File: config.mk
export PLATFORM = sky130hd
export DESIGN_NAME = alu_flat
export DESIGN_NICKNAME = d
export VERILOG_FILES = /design/src/verilog/structures.sv /design/src/verilog/ex_ctrl_if.sv /design/src/verilog/alu.sv /design/src/flat_wrapper.sv
export SDC_FILE = /design/constraint.sdc
export NUM_CORES = 1
export LEC_CHECK = 0
export BUFFER_PORTS_ARGS = -buffer_cell sky130_fd_sc_hd__buf_2
export CAP_MARGIN = 40
export CORE_MARGIN = 1.5
export CORE_UTILIZATION = 25
export DETAILED_ROUTE_END_ITERATION = 16
export GPL_TIMING_DRIVEN = 0
export PLACE_DENSITY_LB_ADDON = 0.2
export SYNTH_ARGS = -nofsm -noshare
export SYNTH_HDL_FRONTEND = slang
export SYNTH_SLANG_ARGS = --single-unit
File: constraint.sdc
create_clock -name vclk -period 4.83
set_input_delay 0.483 -clock vclk [all_inputs]
set_output_delay 0.483 -clock vclk [all_outputs]
set_load 0.005 [all_outputs]
File: src/verilog/structures.sv
package structures;

    typedef enum logic [2:0] {
        ALU_ADD, ALU_SUB, ALU_AND, ALU_OR, ALU_XOR, ALU_NOR, ALU_SLT, ALU_SLTU
    } alu_op_t;

    typedef enum logic [1:0] {B_REG, B_SIMM, B_ZIMM} alu_b_src_t;

    // shifter output feeds the adder for lsa
    typedef enum logic {A_REG, A_SHIFT} alu_a_src_t;

    typedef enum logic [1:0] {OUT_ALU, OUT_BARREL, OUT_LUI} ex_out_src_t;

    // low word kept, upper word filled by sign or zero
    typedef enum logic [1:0] {CUT_NONE, CUT_SEXT, CUT_ZEXT} cut_t;

    typedef enum logic [1:0] {EXT_NONE, EXT_SEB, EXT_SEH} ext_src_t;

    typedef enum logic [1:0] {
        P32_NONE, P32_LO_TO_HI, P32_HI_TO_LO, P32_SWAP
    } plus32_t;

    typedef struct packed {
        logic [5:0] opcode;
        logic [4:0] rs;
        logic [4:0] rt;
        logic [4:0] rd;
        logic [4:0] shamt;
        logic [5:0] funct;
    } r_fields_t;

    typedef struct packed {
        logic [5:0]  opcode;
        logic [4:0]  rs;
        logic [4:0]  rt;
        logic [15:0] imm16;
    } i_fields_t;

    typedef union packed {
        r_fields_t r;
        i_fields_t i;
    } inst_word_u;

endpackage

File: src/verilog/ex_ctrl_if.sv
`timescale 1ns/10ps

interface ex_ctrl_if import structures::*; ();

    logic        valid;
    logic        except;
    logic [4:0]  wb_addr;
    logic        write_enable;
    alu_op_t     alu_op;
    alu_a_src_t  alu_a_src;
    alu_b_src_t  alu_b_src;
    logic [15:0] imm;
    logic [4:0]  shamt;
    logic        barrel_right;
    logic        barrel_rotate;
    logic        shift_arith;
    plus32_t     barrel_plus32;
    logic        barrel_src;
    cut_t        cut_alu;
    cut_t        cut_barrel;
    ext_src_t    ext_src;
    ex_out_src_t ex_out_src;

    modport decoder (
        output valid, except, wb_addr, write_enable, alu_op, alu_a_src, alu_b_src, imm,
        output shamt, barrel_right, barrel_rotate, shift_arith, barrel_plus32, barrel_src,
        output cut_alu, cut_barrel, ext_src, ex_out_src
    );

    modport datapath (
        input valid, except, wb_addr, write_enable, alu_op, alu_a_src, alu_b_src, imm,
        input shamt, barrel_right, barrel_rotate, shift_arith, barrel_plus32, barrel_src,
        input cut_alu, cut_barrel, ext_src, ex_out_src
    );

endinterface

File: src/verilog/alu.sv
`timescale 1ns/10ps

module alu import structures::*; (
    ex_ctrl_if.datapath ctrl,
    input  logic [63:0] a_data,
    input  logic [63:0] b_data,
    input  logic [63:0] shift_out,
    output logic [63:0] alu_out
);

    logic [63:0] op_a;
    logic [63:0] op_b;

    always_comb begin
        op_a = (ctrl.alu_a_src == A_SHIFT) ? shift_out : a_data;

        case (ctrl.alu_b_src)
            B_SIMM:  op_b = {{48{ctrl.imm[15]}}, ctrl.imm};
            B_ZIMM:  op_b = {48'd0, ctrl.imm};
            default: op_b = b_data;
        endcase

        case (ctrl.alu_op)
            ALU_SUB:  alu_out = op_a - op_b;
            ALU_AND:  alu_out = op_a & op_b;
            ALU_OR:   alu_out = op_a | op_b;
            ALU_XOR:  alu_out = op_a ^ op_b;
            ALU_NOR:  alu_out = ~(op_a | op_b);
            ALU_SLT:  alu_out = {63'd0, $signed(op_a) < $signed(op_b)};
            ALU_SLTU: alu_out = {63'd0, op_a < op_b};
            default:  alu_out = op_a + op_b;
        endcase
    end

endmodule

File: src/flat_wrapper.sv
// flat-port wrapper written by rule: the top's interface ports become plain ports
module alu_flat import structures::*;
  (a_data, b_data, shift_out, alu_out, ctrl_valid, ctrl_except, ctrl_wb_addr, ctrl_write_enable, ctrl_alu_op, ctrl_alu_a_src, ctrl_alu_b_src, ctrl_imm, ctrl_shamt, ctrl_barrel_right, ctrl_barrel_rotate, ctrl_shift_arith, ctrl_barrel_plus32, ctrl_barrel_src, ctrl_cut_alu, ctrl_cut_barrel, ctrl_ext_src, ctrl_ex_out_src);
  ex_ctrl_if ctrl_i ();
  input  logic [63:0] a_data;
  input  logic [63:0] b_data;
  input  logic [63:0] shift_out;
  output logic [63:0] alu_out;
  input wire logic [$bits(ctrl_i.valid)-1:0] ctrl_valid;
  input wire logic [$bits(ctrl_i.except)-1:0] ctrl_except;
  input wire logic [$bits(ctrl_i.wb_addr)-1:0] ctrl_wb_addr;
  input wire logic [$bits(ctrl_i.write_enable)-1:0] ctrl_write_enable;
  input wire logic [$bits(ctrl_i.alu_op)-1:0] ctrl_alu_op;
  input wire logic [$bits(ctrl_i.alu_a_src)-1:0] ctrl_alu_a_src;
  input wire logic [$bits(ctrl_i.alu_b_src)-1:0] ctrl_alu_b_src;
  input wire logic [$bits(ctrl_i.imm)-1:0] ctrl_imm;
  input wire logic [$bits(ctrl_i.shamt)-1:0] ctrl_shamt;
  input wire logic [$bits(ctrl_i.barrel_right)-1:0] ctrl_barrel_right;
  input wire logic [$bits(ctrl_i.barrel_rotate)-1:0] ctrl_barrel_rotate;
  input wire logic [$bits(ctrl_i.shift_arith)-1:0] ctrl_shift_arith;
  input wire logic [$bits(ctrl_i.barrel_plus32)-1:0] ctrl_barrel_plus32;
  input wire logic [$bits(ctrl_i.barrel_src)-1:0] ctrl_barrel_src;
  input wire logic [$bits(ctrl_i.cut_alu)-1:0] ctrl_cut_alu;
  input wire logic [$bits(ctrl_i.cut_barrel)-1:0] ctrl_cut_barrel;
  input wire logic [$bits(ctrl_i.ext_src)-1:0] ctrl_ext_src;
  input wire logic [$bits(ctrl_i.ex_out_src)-1:0] ctrl_ex_out_src;
  assign ctrl_i.valid = ctrl_valid;
  assign ctrl_i.except = ctrl_except;
  assign ctrl_i.wb_addr = ctrl_wb_addr;
  assign ctrl_i.write_enable = ctrl_write_enable;
  assign ctrl_i.alu_op = ctrl_alu_op;
  assign ctrl_i.alu_a_src = ctrl_alu_a_src;
  assign ctrl_i.alu_b_src = ctrl_alu_b_src;
  assign ctrl_i.imm = ctrl_imm;
  assign ctrl_i.shamt = ctrl_shamt;
  assign ctrl_i.barrel_right = ctrl_barrel_right;
  assign ctrl_i.barrel_rotate = ctrl_barrel_rotate;
  assign ctrl_i.shift_arith = ctrl_shift_arith;
  assign ctrl_i.barrel_plus32 = ctrl_barrel_plus32;
  assign ctrl_i.barrel_src = ctrl_barrel_src;
  assign ctrl_i.cut_alu = ctrl_cut_alu;
  assign ctrl_i.cut_barrel = ctrl_cut_barrel;
  assign ctrl_i.ext_src = ctrl_ext_src;
  assign ctrl_i.ex_out_src = ctrl_ex_out_src;
  alu u_core (.ctrl(ctrl_i), .a_data(a_data), .b_data(b_data), .shift_out(shift_out), .alu_out(alu_out));
endmodule
==> metrics <==
fmax 183.6 MHz; I/O pin total 305; Least-Margin Pin Slew 1.023 ns; 1st-iter DRT viols 1871; max_slew headroom 0.3181; total negative slack -15.72 ns; failing checks setup timing; Syn Inst Count 2016; Placed Area 15780 um^2; Via Count 18300; routed len/inst 28.34 um; Die ar. 52160 um^2; synth warn 0; initial antenna violation count 3; final worst slack -0.6176 ns; min cycle time layout 5.448 ns; hold-fix buffers at CTS 0; crit path max fanout 5; outcome finished, violations left; post-synth top area cell ha_1; met2 usage 0.5392; hold_ws 1.633 ns; post-synth cell types 87; Reg area 0 um^2; max-slew violations 0; Site Rows 82; Setup CP Type input pin to primary output; first-pass GRT wire length 125300 um; worst hold path type input pin to primary output; CP required 4.35 ns; clkbuf count 0; Core Region 50170 um^2; Final nets 2899; vias per inst 5.840; WL final 88820 um; worst path arrival time 4.96 ns; grt peak-use layer met2; Tcrit/Tclk final 1.128; Final Setup Violations 40; half-perimeter wire length after placement 71240 um; Final GP Congestion 0.9944; CP Capture Type primary output; top cell type's share of synthesized area 0.1911; register area share after synthesis 0; die height 228.4 um; Area Growth Syn to Fin 50.28%; pin count of the biggest net entering global routing 11; final instance area 19090 um^2; Hold Vio Cnt, Final 0; grt met3 use 0.03056; buffers added on ports 274; share of layout cells above drive strength 1 0.3435; Mapped Nets 2453; grt total ovfl 0; met1 usage 0.4325; First-pass DRT Iterations 6; residual DRC count 0; GRT Total Usage 0.3239; Worst setup SP type input pin; Seq cells 0; Syn Area/Cell 6.300 um^2; Antenna Nets Post-Route 0; synth top area cells ha_1 (19%), a21oi_1 (9.7%), o21ai_0 (7.3%); max capacitance violation total 0; Die W 228.4 um; synthesized cell area 12700 um^2; Initial Util 0.2532; pre-CTS WS -2.162 ns; RSZ-0062 raised after global routing yes; vias in the first global route 17710; fill count 5392
metrics by stage:
stage	util	instances
after floorplan	-	2016
after global placement	0.2978	2962
after detailed placement	0.3145	3025
after CTS	0.3616	3103
after global routing	0.3803	3132
final	0.3804	3134
critical path, cell delays in order:
cell       delay (ns)
buf_8            0.10
inv_4            0.05
ha_4             0.21
clkbuf_16        0.17
buf_12           0.13
buf_12           0.12
clkbuf_4         0.18
a22oi_2          0.20
inv_2            0.10
ha_4             0.18
fa_2             0.42
o21bai_4         0.15
a221oi_2         0.08
o21bai_2         0.29
a2111oi_4        0.16
o31ai_4          0.44
a211oi_4         0.13
a211o_4          0.42
a31o_4           0.26
a21oi_2          0.12
a21oi_2          0.05
xnor2_1          0.14
o221ai_1         0.19
buf_2            0.15
cells in the mapped netlist (31+ instances only):
master      n
a21o_1     59
a21oi_1   247
a22oi_1    38
clkbuf_1  115
ha_1      194
inv_1     212
mux2_2     54
nand2_1   175
nor2_1    157
nor3_1     36
o21ai_0   185
o21bai_1   32
o221ai_1   37
xnor2_1    31
what timing repair did:
item,CTS,global route
cloned,4,0
endpoints found under the hold margin,0,0
endpoints found under the setup margin,59,52
pin swaps,124,96
resized for setup,374,156
setup buffers,84,34
cell families (layout without fill, tap and decap cells):
kind of cell / after synthesis / count (layout) / share of synthesized area
muxes: 65 / 65 / 0.05655
and+or+nand+nor: 521 / 521 / 0.1913
adders and majority gates: 196 / 196 / 0.1943
xor gates and xnor gates: 39 / 39 / 0.02689
buffers and inverters: 355 / 799 / 0.1061
AOI/OAI and AO/OA: 840 / 840 / 0.4249
other: 0 / 2 / 0
routing by layer:
layer  part of all wire  vias up
met5            0.00015        -
met1               0.42     8824
met2               0.45     1036
met4              0.050        2
met3              0.080      210
li1                   -     8229
cells in the final DEF, fill, tap and decap left out, types with 59 or more instances in the layout:
master,instances
buf_4,94
a21oi_1,215
o21ai_0,143
buf_2,273
clkbuf_1,67
inv_1,205
a21o_1,59
nand2_1,165
nor2_1,146
ha_1,165
worst paths after layout:
check	startpoint	to	slack (ns)	cells after the start
hold / removal	b_data[27]	alu_out[27]	1.63	5
setup / recovery	ctrl_alu_b_src[0]	alu_out[48]	-0.62	24
final cells by class:
class              count  area [um^2]  share of cell area
diodes                 2        5.005           0.0002622
plain buffers        128        827.0             0.04333
multi-input cells   1661        13290              0.6962
inverters            217        832.0             0.04359
repair buffers       454         3293              0.1725
well taps            672        840.8             0.04405
