<file path="src/verilog/structures.sv">
package structures;

    typedef enum logic [2:0] {
        ALU_ADD, ALU_SUB, ALU_AND, ALU_OR, ALU_XOR, ALU_NOR, ALU_SLT, ALU_SLTU
    } alu_op_t;

    typedef enum logic [1:0] {B_REG, B_SIMM, B_ZIMM} alu_b_src_t;

    // shifter output feeds the adder for lsa
    typedef enum logic {A_REG, A_SHIFT} alu_a_src_t;

    typedef enum logic [1:0] {OUT_ALU, OUT_BARREL, OUT_LUI} ex_out_src_t;

    // low word kept, upper word filled by sign or zero
    typedef enum logic [1:0] {CUT_NONE, CUT_SEXT, CUT_ZEXT} cut_t;

    typedef enum logic [1:0] {EXT_NONE, EXT_SEB, EXT_SEH} ext_src_t;

    typedef enum logic [1:0] {
        P32_NONE, P32_LO_TO_HI, P32_HI_TO_LO, P32_SWAP
    } plus32_t;

    typedef struct packed {
        logic [5:0] opcode;
        logic [4:0] rs;
        logic [4:0] rt;
        logic [4:0] rd;
        logic [4:0] shamt;
        logic [5:0] funct;
    } r_fields_t;

    typedef struct packed {
        logic [5:0]  opcode;
        logic [4:0]  rs;
        logic [4:0]  rt;
        logic [15:0] imm16;
    } i_fields_t;

    typedef union packed {
        r_fields_t r;
        i_fields_t i;
    } inst_word_u;

endpackage

</file>
<file path="src/verilog/ex_ctrl_if.sv">
`timescale 1ns/10ps

interface ex_ctrl_if import structures::*; ();

    logic        valid;
    logic        except;
    logic [4:0]  wb_addr;
    logic        write_enable;
    alu_op_t     alu_op;
    alu_a_src_t  alu_a_src;
    alu_b_src_t  alu_b_src;
    logic [15:0] imm;
    logic [4:0]  shamt;
    logic        barrel_right;
    logic        barrel_rotate;
    logic        shift_arith;
    plus32_t     barrel_plus32;
    logic        barrel_src;
    cut_t        cut_alu;
    cut_t        cut_barrel;
    ext_src_t    ext_src;
    ex_out_src_t ex_out_src;

    modport decoder (
        output valid, except, wb_addr, write_enable, alu_op, alu_a_src, alu_b_src, imm,
        output shamt, barrel_right, barrel_rotate, shift_arith, barrel_plus32, barrel_src,
        output cut_alu, cut_barrel, ext_src, ex_out_src
    );

    modport datapath (
        input valid, except, wb_addr, write_enable, alu_op, alu_a_src, alu_b_src, imm,
        input shamt, barrel_right, barrel_rotate, shift_arith, barrel_plus32, barrel_src,
        input cut_alu, cut_barrel, ext_src, ex_out_src
    );

endinterface

</file>
<file path="src/verilog/result_unit.sv">
`timescale 1ns/10ps

module result_unit import structures::*; (
    input  logic        clk,
    input  logic        rst_n,
    ex_ctrl_if.datapath ctrl,
    input  logic [63:0] alu_out,
    input  logic [63:0] shift_out,
    output logic        wr_en,
    output logic [4:0]  wr_addr,
    output logic [63:0] wr_data,
    output logic        wb_valid,
    output logic [4:0]  wb_addr,
    output logic [63:0] wb_data,
    output logic        except
);

    logic [63:0] selected;
    logic [63:0] cut_value;
    logic [63:0] result;
    cut_t        cut_sel;

    always_comb begin
        case (ctrl.ex_out_src)
            OUT_BARREL: selected = shift_out;
            // lui result is already the sign-extended upper half
            OUT_LUI:    selected = {{32{ctrl.imm[15]}}, ctrl.imm, 16'd0};
            default:    selected = alu_out;
        endcase

        cut_sel = (ctrl.ex_out_src == OUT_ALU) ? ctrl.cut_alu : ctrl.cut_barrel;
        case (cut_sel)
            CUT_SEXT: cut_value = {{32{selected[31]}}, selected[31:0]};
            CUT_ZEXT: cut_value = {32'd0, selected[31:0]};
            default:  cut_value = selected;
        endcase

        // seb and seh arrive as unshifted operand B
        case (ctrl.ext_src)
            EXT_SEB: result = {{56{cut_value[7]}}, cut_value[7:0]};
            EXT_SEH: result = {{48{cut_value[15]}}, cut_value[15:0]};
            default: result = cut_value;
        endcase

        if (ctrl.except) begin
            result = 64'd0;
        end
    end

    assign wr_en = ctrl.valid && ctrl.write_enable;
    assign wr_addr = ctrl.wb_addr;
    assign wr_data = result;

    always_ff @(posedge clk or negedge rst_n) begin
        if (!rst_n) begin
            wb_valid <= 1'b0;
            except <= 1'b0;
        end else begin
            wb_valid <= ctrl.valid;
            except <= ctrl.valid && ctrl.except;
        end
    end

    always_ff @(posedge clk) begin
        if (ctrl.valid) begin
            wb_addr <= ctrl.wb_addr;
            wb_data <= result;
        end
    end

endmodule

</file>
<file path="src/flat_wrapper.sv">
// flat-port wrapper written by rule: the top's interface ports become plain ports
module result_unit_flat import structures::*;
  (clk, rst_n, alu_out, shift_out, wr_en, wr_addr, wr_data, wb_valid, wb_addr, wb_data, except, ctrl_valid, ctrl_except, ctrl_wb_addr, ctrl_write_enable, ctrl_alu_op, ctrl_alu_a_src, ctrl_alu_b_src, ctrl_imm, ctrl_shamt, ctrl_barrel_right, ctrl_barrel_rotate, ctrl_shift_arith, ctrl_barrel_plus32, ctrl_barrel_src, ctrl_cut_alu, ctrl_cut_barrel, ctrl_ext_src, ctrl_ex_out_src);
  ex_ctrl_if ctrl_i ();
  input  logic clk;
  input  logic rst_n;
  input  logic [63:0] alu_out;
  input  logic [63:0] shift_out;
  output logic wr_en;
  output logic [4:0] wr_addr;
  output logic [63:0] wr_data;
  output logic wb_valid;
  output logic [4:0] wb_addr;
  output logic [63:0] wb_data;
  output logic except;
  input wire logic [$bits(ctrl_i.valid)-1:0] ctrl_valid;
  input wire logic [$bits(ctrl_i.except)-1:0] ctrl_except;
  input wire logic [$bits(ctrl_i.wb_addr)-1:0] ctrl_wb_addr;
  input wire logic [$bits(ctrl_i.write_enable)-1:0] ctrl_write_enable;
  input wire logic [$bits(ctrl_i.alu_op)-1:0] ctrl_alu_op;
  input wire logic [$bits(ctrl_i.alu_a_src)-1:0] ctrl_alu_a_src;
  input wire logic [$bits(ctrl_i.alu_b_src)-1:0] ctrl_alu_b_src;
  input wire logic [$bits(ctrl_i.imm)-1:0] ctrl_imm;
  input wire logic [$bits(ctrl_i.shamt)-1:0] ctrl_shamt;
  input wire logic [$bits(ctrl_i.barrel_right)-1:0] ctrl_barrel_right;
  input wire logic [$bits(ctrl_i.barrel_rotate)-1:0] ctrl_barrel_rotate;
  input wire logic [$bits(ctrl_i.shift_arith)-1:0] ctrl_shift_arith;
  input wire logic [$bits(ctrl_i.barrel_plus32)-1:0] ctrl_barrel_plus32;
  input wire logic [$bits(ctrl_i.barrel_src)-1:0] ctrl_barrel_src;
  input wire logic [$bits(ctrl_i.cut_alu)-1:0] ctrl_cut_alu;
  input wire logic [$bits(ctrl_i.cut_barrel)-1:0] ctrl_cut_barrel;
  input wire logic [$bits(ctrl_i.ext_src)-1:0] ctrl_ext_src;
  input wire logic [$bits(ctrl_i.ex_out_src)-1:0] ctrl_ex_out_src;
  assign ctrl_i.valid = ctrl_valid;
  assign ctrl_i.except = ctrl_except;
  assign ctrl_i.wb_addr = ctrl_wb_addr;
  assign ctrl_i.write_enable = ctrl_write_enable;
  assign ctrl_i.alu_op = ctrl_alu_op;
  assign ctrl_i.alu_a_src = ctrl_alu_a_src;
  assign ctrl_i.alu_b_src = ctrl_alu_b_src;
  assign ctrl_i.imm = ctrl_imm;
  assign ctrl_i.shamt = ctrl_shamt;
  assign ctrl_i.barrel_right = ctrl_barrel_right;
  assign ctrl_i.barrel_rotate = ctrl_barrel_rotate;
  assign ctrl_i.shift_arith = ctrl_shift_arith;
  assign ctrl_i.barrel_plus32 = ctrl_barrel_plus32;
  assign ctrl_i.barrel_src = ctrl_barrel_src;
  assign ctrl_i.cut_alu = ctrl_cut_alu;
  assign ctrl_i.cut_barrel = ctrl_cut_barrel;
  assign ctrl_i.ext_src = ctrl_ext_src;
  assign ctrl_i.ex_out_src = ctrl_ex_out_src;
  result_unit u_core (.clk(clk), .rst_n(rst_n), .ctrl(ctrl_i), .alu_out(alu_out), .shift_out(shift_out), .wr_en(wr_en), .wr_addr(wr_addr), .wr_data(wr_data), .wb_valid(wb_valid), .wb_addr(wb_addr), .wb_data(wb_data), .except(except));
endmodule
</file>
<file path="config.mk">
export PLATFORM = sky130hd
export DESIGN_NAME = result_unit_flat
export DESIGN_NICKNAME = d
export VERILOG_FILES = /design/src/verilog/structures.sv /design/src/verilog/ex_ctrl_if.sv /design/src/verilog/result_unit.sv /design/src/flat_wrapper.sv
export SDC_FILE = /design/constraint.sdc
export NUM_CORES = 1
export LEC_CHECK = 0
export ABC_CLOCK_PERIOD_IN_PS = 5660
export BUFFER_PORTS_ARGS = -buffer_cell sky130_fd_sc_hd__buf_4
export CORE_AREA = 2 2 123 125
export DETAILED_ROUTE_END_ITERATION = 16
export DIE_AREA = 0 0 125 127
export GPL_TIMING_DRIVEN = 0
export HOLD_SLACK_MARGIN = 0.02
export SETUP_SLACK_MARGIN = 0.2
export SLEW_MARGIN = 25
export SYNTH_ARGS = -nofsm -noshare
export SYNTH_HDL_FRONTEND = slang
export SYNTH_SLANG_ARGS = --single-unit
</file>
<file path="constraint.sdc">
create_clock -name clk -period 5.66 [get_ports clk]
set_input_delay 0.566 -clock clk [delete_from_list [all_inputs] [get_ports clk]]
set_output_delay 0.566 -clock clk [all_outputs]
set_load 0.05 [all_outputs]
</file>
==> qor.csv, run 1 <==
metric;value;unit
synthesis-to-finish area growth;69.3;%
share of cells above drive strength 1;57.1;%
Die Height;127;um
VDD IR max;0.000146;V
Mapped Avg Cell Area;11.5;sq um
synth warn;0;
DRT Pass-1 Iters;4;
CP max FO;10;
I/O Buffers;301;
CP Launch Type;input port;
total setup buffers inserted after CTS;0;
CTS buffer count;9;
GRT Max-Usage Layer;met2;
CTS tree;done;
largest family of logic cells by synthesized area;compound AO/OA/AOI/OAI gates;
f_max;290;MHz
Die Width;125;um
commonest non-fill, non-tap cells in the layout;buf_4 (307), edfxtp_1 (69), a21oi_1 (54), and2_1 (35), o221ai_2 (30);
M2 GR Usage;33.4;%
Post-Synth Simple-Gate Area;12.4;%
Post-DP Area;6570;sq um
CTS max path bufs;2;
CTS clk-pin slew, worst paths;0.06;ns
via count;4146;
Slew Limit Fails;0;
status;finished clean;
adder-cell share of the synthesized area;1.84;%
most common cell after layout, fill and taps aside;buf_4;
effective utilization at floorplan;28.3;%
final setup vio count;0;
Root Driver;clkbuf_16;
Final Cell Area;6910;sq um
xor and xnor area share after synthesis;0;%
wire per inst;18.4;um
Final Critical Period;3.45;ns
post-synthesis mux area share;0.766;%
initial antenna violation count;0;
worst path required time;5.09;ns
critical path type;input port to primary output;
fin crit share;61.0;%
Final GP Congestion;0.842;
Tightest Pin Transition;0.949;ns
worst hold endpoint;u_core.wb_addr[4];
post-route ant nets;0;
routed wire length;15.8;mm
Mapped Cells;355;
pin count of the biggest net entering global routing;73;
#FFs+latches synth;71;
Worst Setup End Kind;primary output;
placed wire-length estimate;12.4;mm
met1 Use GR;22.8;%
leakage;3.04;nW
max cap viols;0;
register area share after synthesis;52.0;%
vias per std cell;4.84;
min-delay worst type;input port to register;
global-route usage over all layers;19.3;%
EDFF count, synth;69;
Synth Net Count;540;
Crit path arrival time;2.89;ns
clk sinks;71;
final hold violation count;0;
Hold Crit Depth;1;
met3 usage;5.11;%
FILL cells;1379;
Min Hold Slack;0.415;ns
Post-Place Worst Slack;2.20;ns
Synth Cell Area;4080;sq um
Initial DRC Count;208;
H-tree depth;3;
Power Dens Cells;315;nW/um^2
RSZ-0062 raised after global routing;no;
Final nets;853;
first-pass GRT wire length;23.9;mm
Placeable Area;14400;sq um
worst setup margin;2.21;ns
Setup TNS;0;ns
number of global-route vias before repair;4381;
synth unique cells;29;
row cnt;44;
n_diodes;0;
max_slew headroom;36.7;%
top_reg_cell synth;edfxtp_1;
die area;15900;sq um
hold_sp;ctrl_wb_addr[4];
drt drc;0;
Synth Area in Compound Gates;26.5;%
GRT overflow;0;
FFs w/ async S/R, synth;2.82;%
io pins;320;
-- kinds of logic (layout without fill, tap and decap cells) --
kind of cell | after synthesis | count (layout)
AO/OA/AOI/OAI | 137 | 137
flip-flops | 71 | 71
buffers and inverters | 47 | 365
multiplexers | 3 | 3
AND/OR/NAND/NOR | 91 | 91
adder cells (fa/ha/maj) | 6 | 6
-- per-layer routing --
layer  wire [um]  part of all wire, %
met1        6190                   39
met2        7910                   50
met3        1220                  7.7
met4         490                  3.1
met5           0                    0
-- cell usage after synthesis (2+ instances only) --
library cell  instances  area share [%]
mux2i_1               2            0.49
a22oi_1              15             2.8
nand2_1              17             1.6
clkbuf_1             17             1.6
nand3_1               2            0.25
o221ai_2             30              11
a21oi_2              10             2.1
nand2b_1              2            0.31
o21ai_0              22             2.7
edfxtp_1             69              51
nor2b_1              16             2.5
nor2_1                9            0.83
and3_1                8             1.2
and2_1               35             5.4
buf_2                12             1.5
a21oi_1              54             6.6
buf_4                 6             1.1
o221ai_1              2            0.43
ha_1                  6             1.8
inv_1                 5            0.46
buf_6                 7             1.9
dfrtp_1               2             1.2
-- metrics by stage --
step | power [mW] | util, % | instances
2_1_floorplan | 1.24 | - | 355
3_5_place_dp | 1.56 | 45.6 | 840
6_report | 2.18 | 47.9 | 857
5_1_grt | 2.27 | 47.9 | 857
3_3_place_gp | 1.55 | 45.6 | 840
4_1_cts | 2.20 | 47.9 | 857
-- report_power, final --
group          switching [mW]  internal (mW)
Combinational           0.596          0.294
Sequential             0.0134          0.641
Clock                   0.234          0.401
-- critical path, cell delays in order --
cell      delay (ns)
buf_4           0.12
inv_1           0.07
ha_1            0.20
mux2_2          0.35
ha_1            0.33
nand3_1         0.23
buf_2           0.36
o221ai_2        0.15
a21oi_1         0.26
buf_4           0.25
-- what timing repair did --
item | CTS | global route
endpoints found under the hold margin | 2 | 0
hold buffers | 1 | 0
gates resized for setup | 0 | 0
-- sequential cells by signal (all words and copies together) (netlist names) --
signal,flops
u_core.except,1
u_core.wb_addr,5
u_core.wb_valid,1
u_core.wb_data,64
-- how the worst max path moves through the flow --
stage | from | end | slack [ns] | cells past startpoint
after floorplan | ctrl_ex_out_src[0] | wr_data[33] | 2.26 | 8
after global placement | ctrl_ex_out_src[0] | wr_data[36] | 2.24 | 10
after detailed placement | ctrl_ex_out_src[0] | wr_data[45] | 2.20 | 10
after CTS | ctrl_ex_out_src[0] | wr_data[45] | 2.18 | 10
after global routing | ctrl_ex_out_src[0] | wr_data[45] | 2.03 | 10
final | ctrl_ex_out_src[0] | wr_data[45] | 2.21 | 10
-- area by class of cell --
cell class / instances / area (sq um) / area share, %
flip-flops and latches: 71 / 2120 / 30.7
inverters: 5 / 18.8 / 0.272
clock inverters: 6 / 91.3 / 1.32
repair buffers: 302 / 2270 / 32.8
clock buffers: 10 / 239 / 3.46
multi-input cells: 237 / 1690 / 24.5
plain buffers: 42 / 248 / 3.58
well taps: 184 / 230 / 3.33
(Power assumes the default switching activity.)
==> run 2, diff against run 1 <==
--- a/config.mk
+++ b/config.mk
@@ -5,11 +5,11 @@
 export SDC_FILE = /design/constraint.sdc
 export NUM_CORES = 1
 export LEC_CHECK = 0
-export ABC_CLOCK_PERIOD_IN_PS = 5660
+export ABC_CLOCK_PERIOD_IN_PS = 3200
 export BUFFER_PORTS_ARGS = -buffer_cell sky130_fd_sc_hd__buf_4
-export CORE_AREA = 2 2 123 125
+export CORE_AREA = 2 2 124 126
 export DETAILED_ROUTE_END_ITERATION = 16
-export DIE_AREA = 0 0 125 127
+export DIE_AREA = 0 0 126 128
 export GPL_TIMING_DRIVEN = 0
 export HOLD_SLACK_MARGIN = 0.02
 export SETUP_SLACK_MARGIN = 0.2
==> constraint.sdc (replaced) <==
create_clock -name clk -period 3.2 [get_ports clk]
set_input_delay 0.32 -clock clk [delete_from_list [all_inputs] [get_ports clk]]
set_output_delay 0.32 -clock clk [all_outputs]
set_load 0.05 [all_outputs]
==> qor.csv, run 2 (same netlist as run 1, synthesis figures left out) <==
metric;value;unit
Root Driver;clkbuf_16;
CTS max path bufs;2;
Die Height;128;um
CTS tree;done;
Post-DP Area;6580;sq um
final setup vio count;0;
CP top delay family;compound AO/OA/AOI/OAI gates;
routed wire length;16.4;mm
most common cell after layout, fill and taps aside;buf_4;
Power Dens Cells;559;nW/um^2
Crit path arrival time;2.53;ns
Final Cell Area;6940;sq um
placed wire-length estimate;12.7;mm
worst path required time;2.88;ns
FILL cells;1442;
io pins;320;
crit path cell chain;buf_4 > inv_1 > ha_1 > mux2_2 > ha_1 > and3b_1 > a311o_2 > buf_6 > o221ai_2 > a21oi_1 > buf_4;
largest registers;u_core.wb_data: 64 flops, u_core.wb_addr: 5 flops;
CTS buffer count;9;
post-route ant nets;0;
commonest non-fill, non-tap cells in the layout;buf_4 (310), edfxtp_1 (69), a21oi_1 (54), and2_1 (35), o221ai_2 (30);
share of cells above drive strength 1;57.5;%
final hold violation count;0;
total setup buffers inserted after CTS;0;
max reg flops;64;
met3 usage;4.01;%
Die Width;126;um
I/O Buffers;301;
Biggest register;u_core.wb_data;
Initial DRC Count;186;
global-route usage over all layers;19.4;%
pin count of the biggest net entering global routing;73;
initial antenna violation count;0;
drt drc;0;
leakage;3.06;nW
wire per inst;19.1;um
Worst Setup End Kind;primary output;
max cap viols;0;
Tightest Pin Transition;0.988;ns
via count;4198;
synthesis-to-finish area growth;70.0;%
VDD IR max;0.000291;V
vias per std cell;4.88;
min-delay worst type;input port to register;
die area;16100;sq um
GRT Max-Usage Layer;met2;
M2 GR Usage;33.7;%
Final nets;853;
Final GP Congestion;0.849;
effective utilization at floorplan;27.5;%
f_max;350;MHz
status;finished clean;
Final Critical Period;2.85;ns
fin crit share;89.2;%
slowest CP cell;a311o_2;
first-pass GRT wire length;23.9;mm
Placeable Area;14900;sq um
WP buf/inv;4;
DRT Pass-1 Iters;5;
n_diodes;0;
CP Launch Type;input port;
CP max FO;10;
RSZ-0062 raised after global routing;no;
critical path type;input port to primary output;
clk sinks;71;
Largest stage delay, worst path;0.47;ns
GRT overflow;0;
Setup TNS;0;ns
max_slew headroom;34.1;%
Slew Limit Fails;0;
met1 Use GR;23.2;%
row cnt;45;
number of global-route vias before repair;4182;
H-tree depth;3;
CTS clk-pin slew, worst paths;0.06;ns
run 2: final cells by class:
class	instances	area [sq um]	area share (%)
flip-flops and latches	71	2120	30.6
plain buffers	42	260	3.75
repair buffers	302	2270	32.7
clock inverters	5	78.8	1.14
well taps	188	235	3.39
multi-input cells	237	1700	24.5
clock buffers	11	253	3.64
inverters	5	18.8	0.270
run 2: per-stage QoR:
stage | cells | worst slack, ns | total power [mW] | hold WS [ns] | util, %
2_1_floorplan | 355 | 0.262 | 2.20 | 0.0244 | -
3_3_place_gp | 844 | 0.176 | 2.75 | 0.102 | 44.2
3_5_place_dp | 844 | 0.151 | 2.77 | 0.105 | 44.2
4_1_cts | 861 | 0.216 | 3.91 | 0.154 | 46.6
5_1_grt | 861 | 0.212 | 4.04 | 0.162 | 46.7
6_report | 861 | 0.347 | 3.88 | 0.171 | 46.7
run 2: final timing paths:
kind                                    start                end  slack (ns)  depth (start not counted)
setup / recovery           ctrl_ex_out_src[0]        wr_data[52]        0.35                         11
max in group asynchronous               rst_n    u_core.wb_valid        2.81                          2
min in group asynchronous               rst_n      u_core.except        0.31                          2
hold / removal                ctrl_wb_addr[3]  u_core.wb_addr[3]        0.17                          1
run 2: per-layer routing:
layer | share of wire, % | routed length [um] | vias up
li1 | - | - | 1970
met1 | 41 | 6660 | 1991
met2 | 50 | 8260 | 202
met3 | 6.2 | 1030 | 35
met4 | 3.0 | 487 | 0
met5 | 0 | 0 | -
run 2: what timing repair did:
item                                    4_1_cts  5_1_grt
resized for setup                             4        4
hold endpoints to repair                      2        0
endpoints found under the setup margin       25       30
hold buffers                                  1        0
pin swaps                                     0        0
gates cloned                                  0        0
run 2: where the power goes:
part	internal (mW)	total [mW]	switching, mW
combinational	0.527	1.59	1.06
clock	0.726	1.13	0.406
sequential	1.13	1.16	0.0266
==> run 3, diff against run 2 <==
--- a/config.mk
+++ b/config.mk
@@ -6,13 +6,13 @@
 export NUM_CORES = 1
 export LEC_CHECK = 0
 export ABC_CLOCK_PERIOD_IN_PS = 3200
-export BUFFER_PORTS_ARGS = -buffer_cell sky130_fd_sc_hd__buf_4
-export CORE_AREA = 2 2 124 126
+export CORE_AREA = 2 2 125 127
 export DETAILED_ROUTE_END_ITERATION = 16
-export DIE_AREA = 0 0 126 128
+export DIE_AREA = 0 0 127 129
+export DONT_BUFFER_PORTS = 1
 export GPL_TIMING_DRIVEN = 0
 export HOLD_SLACK_MARGIN = 0.02
-export SETUP_SLACK_MARGIN = 0.2
+export SETUP_SLACK_MARGIN = 0.4
 export SLEW_MARGIN = 25
 export SYNTH_ARGS = -nofsm -noshare
 export SYNTH_HDL_FRONTEND = slang
==> qor.csv, run 3 (same netlist as run 1, synthesis figures left out) <==
metric;value;unit
n_diodes;0;
max reg flops;64;
min-delay worst type;input port to register;
RSZ-0062 raised after global routing;yes;
Logic pwr share;27.9;%
status;finished clean;
GRT overflow;0;
P_sw;1.48;mW
CTS tree;done;
max cap viols;0;
Biggest register;u_core.wb_data;
WP buf/inv;4;
leakage;1.62;nW
VDD IR max;0.000238;V
FILL cells;1447;
most common cell after layout, fill and taps aside;edfxtp_1;
Root Driver;clkbuf_16;
dpl cells;543;
Hold Crit Depth;0;
Non-Filler Instances;563;
I/O Buffers;0;
f_max;368;MHz
final core occ;34.0;%
worst path required time;2.88;ns
Crit path arrival time;2.40;ns
Final Critical Period;2.72;ns
Placeable Area;15000;sq um
max_slew headroom;29.8;%
via count;3172;
worst hold endpoint;u_core.wb_addr[1];
initial antenna violation count;1;
Clk pwr share;28.8;%
wire per inst;25.2;um
internal power;1.98;mW
Min Hold Slack;0.0792;ns
number of global-route vias before repair;3142;
Post-Place Worst Slack;0.112;ns
global-route usage over all layers;16.6;%
pin count of the biggest net entering global routing;73;
Power Dens Cells;682;nW/um^2
Die Height;129;um
synthesis-to-finish area growth;24.6;%
first-pass GRT wire length;20.1;mm
Tightest Pin Transition;1.05;ns
Final GP Congestion;0.846;
placed wire-length estimate;10.7;mm
Flop pwr share;43.3;%
CP top delay family;buffers and inverters;
share of cells above drive strength 1;36.5;%
Die Width;127;um
total setup buffers inserted after CTS;0;
routed wire length;14.2;mm
Final nets;555;
row cnt;45;
worst setup margin;0.480;ns
DRT Pass-1 Iters;6;
crit path cell chain;inv_1 > ha_1 > buf_2 > clkbuf_1 > clkbuf_2 > a21oi_4;
die area;16400;sq um
CP Launch Type;input port;
CTS clk-pin slew, worst paths;0.06;ns
commonest non-fill, non-tap cells in the layout;edfxtp_1 (69), and2_1 (35), a21oi_4 (33), o221ai_2 (30);
H-tree depth;3;
Power, Total;3.47;mW
CTS max path bufs;2;
slowest CP cell;clkbuf_1;
Slew Limit Fails;0;
CTS buffer count;9;
CP max FO;10;
largest registers;u_core.wb_data: 64 flops, u_core.wb_addr: 5 flops;
effective utilization at floorplan;27.3;%
final hold violation count;0;
critical path type;input port to primary output;
Worst Setup End Kind;primary output;
post-route ant nets;0;
Sw Ratio;42.8;%
drt drc;0;
io pins;320;
vias per std cell;5.63;
Initial DRC Count;141;
clk sinks;71;
hold_sp;ctrl_wb_addr[1];
fin crit share;85.0;%
Largest stage delay, worst path;0.74;ns
final setup vio count;0;
[run 3: metal layers]
layer  vias up  track usage, %  wire length (um)
met5         -               0                13
met3        28            5.41              1310
li1       1369               -                 -
met2       195            28.1              7000
met4         2            6.72               341
met1      1578            19.5              5500
[run 3: worst max path at each step]
| stage | start | endpoint | slack [ns] | depth (start not counted) |
|---|---|---|---|---|
| floorplan | ctrl_ex_out_src[0] | u_core.wb_data[32] | 0.44 | 7 |
| global placement | ctrl_ex_out_src[0] | u_core.wb_data[32] | -0.21 | 7 |
| detailed placement | ctrl_ex_out_src[0] | u_core.wb_data[20] | 0.11 | 7 |
| CTS | ctrl_ex_out_src[0] | wr_data[26] | 0.22 | 8 |
| global route | ctrl_ext_src[0] | wr_data[60] | 0.36 | 6 |
| finish | ctrl_ext_src[0] | wr_data[55] | 0.48 | 6 |
[run 3: power by group through the flow]
stage	Clock [mW]	Sequential, mW	Combinational, mW
finish	1.00	1.50	0.967
global route	1.05	1.51	1.02
CTS	1.02	1.50	0.951
detailed placement	0	1.52	0.852
global placement	0	1.52	0.826
floorplan	0	1.50	0.718
[run 3: layout make-up]
class / instances / area [sq um] / share of cell area (%)
buffer: 42 / 270 / 5.31
clock buffer: 9 / 225 / 4.43
clock inverter: 7 / 63.8 / 1.25
inverter: 5 / 18.8 / 0.369
multi-input combinational: 237 / 2120 / 41.7
sequential: 71 / 2120 / 41.7
tap: 188 / 235 / 4.63
timing repair buffer: 4 / 31.3 / 0.615
[run 3: stage by stage]
step / setup TNS, ns / instance area, sq um
floorplan: 0 / 4160
CTS: 0 / 5020
finish: 0 / 5080
global placement: -0.377 / 4390
detailed placement: 0 / 4440
global route: 0 / 5080
[run 3: what timing repair did]
action | in CTS | in global routing
hold buffers | 2 | 0
pin swaps | 28 | 3
gates cloned | 0 | 0
endpoints found under the hold margin | 3 | 0
setup endpoints to repair | 44 | 38
resized for setup | 47 | 9
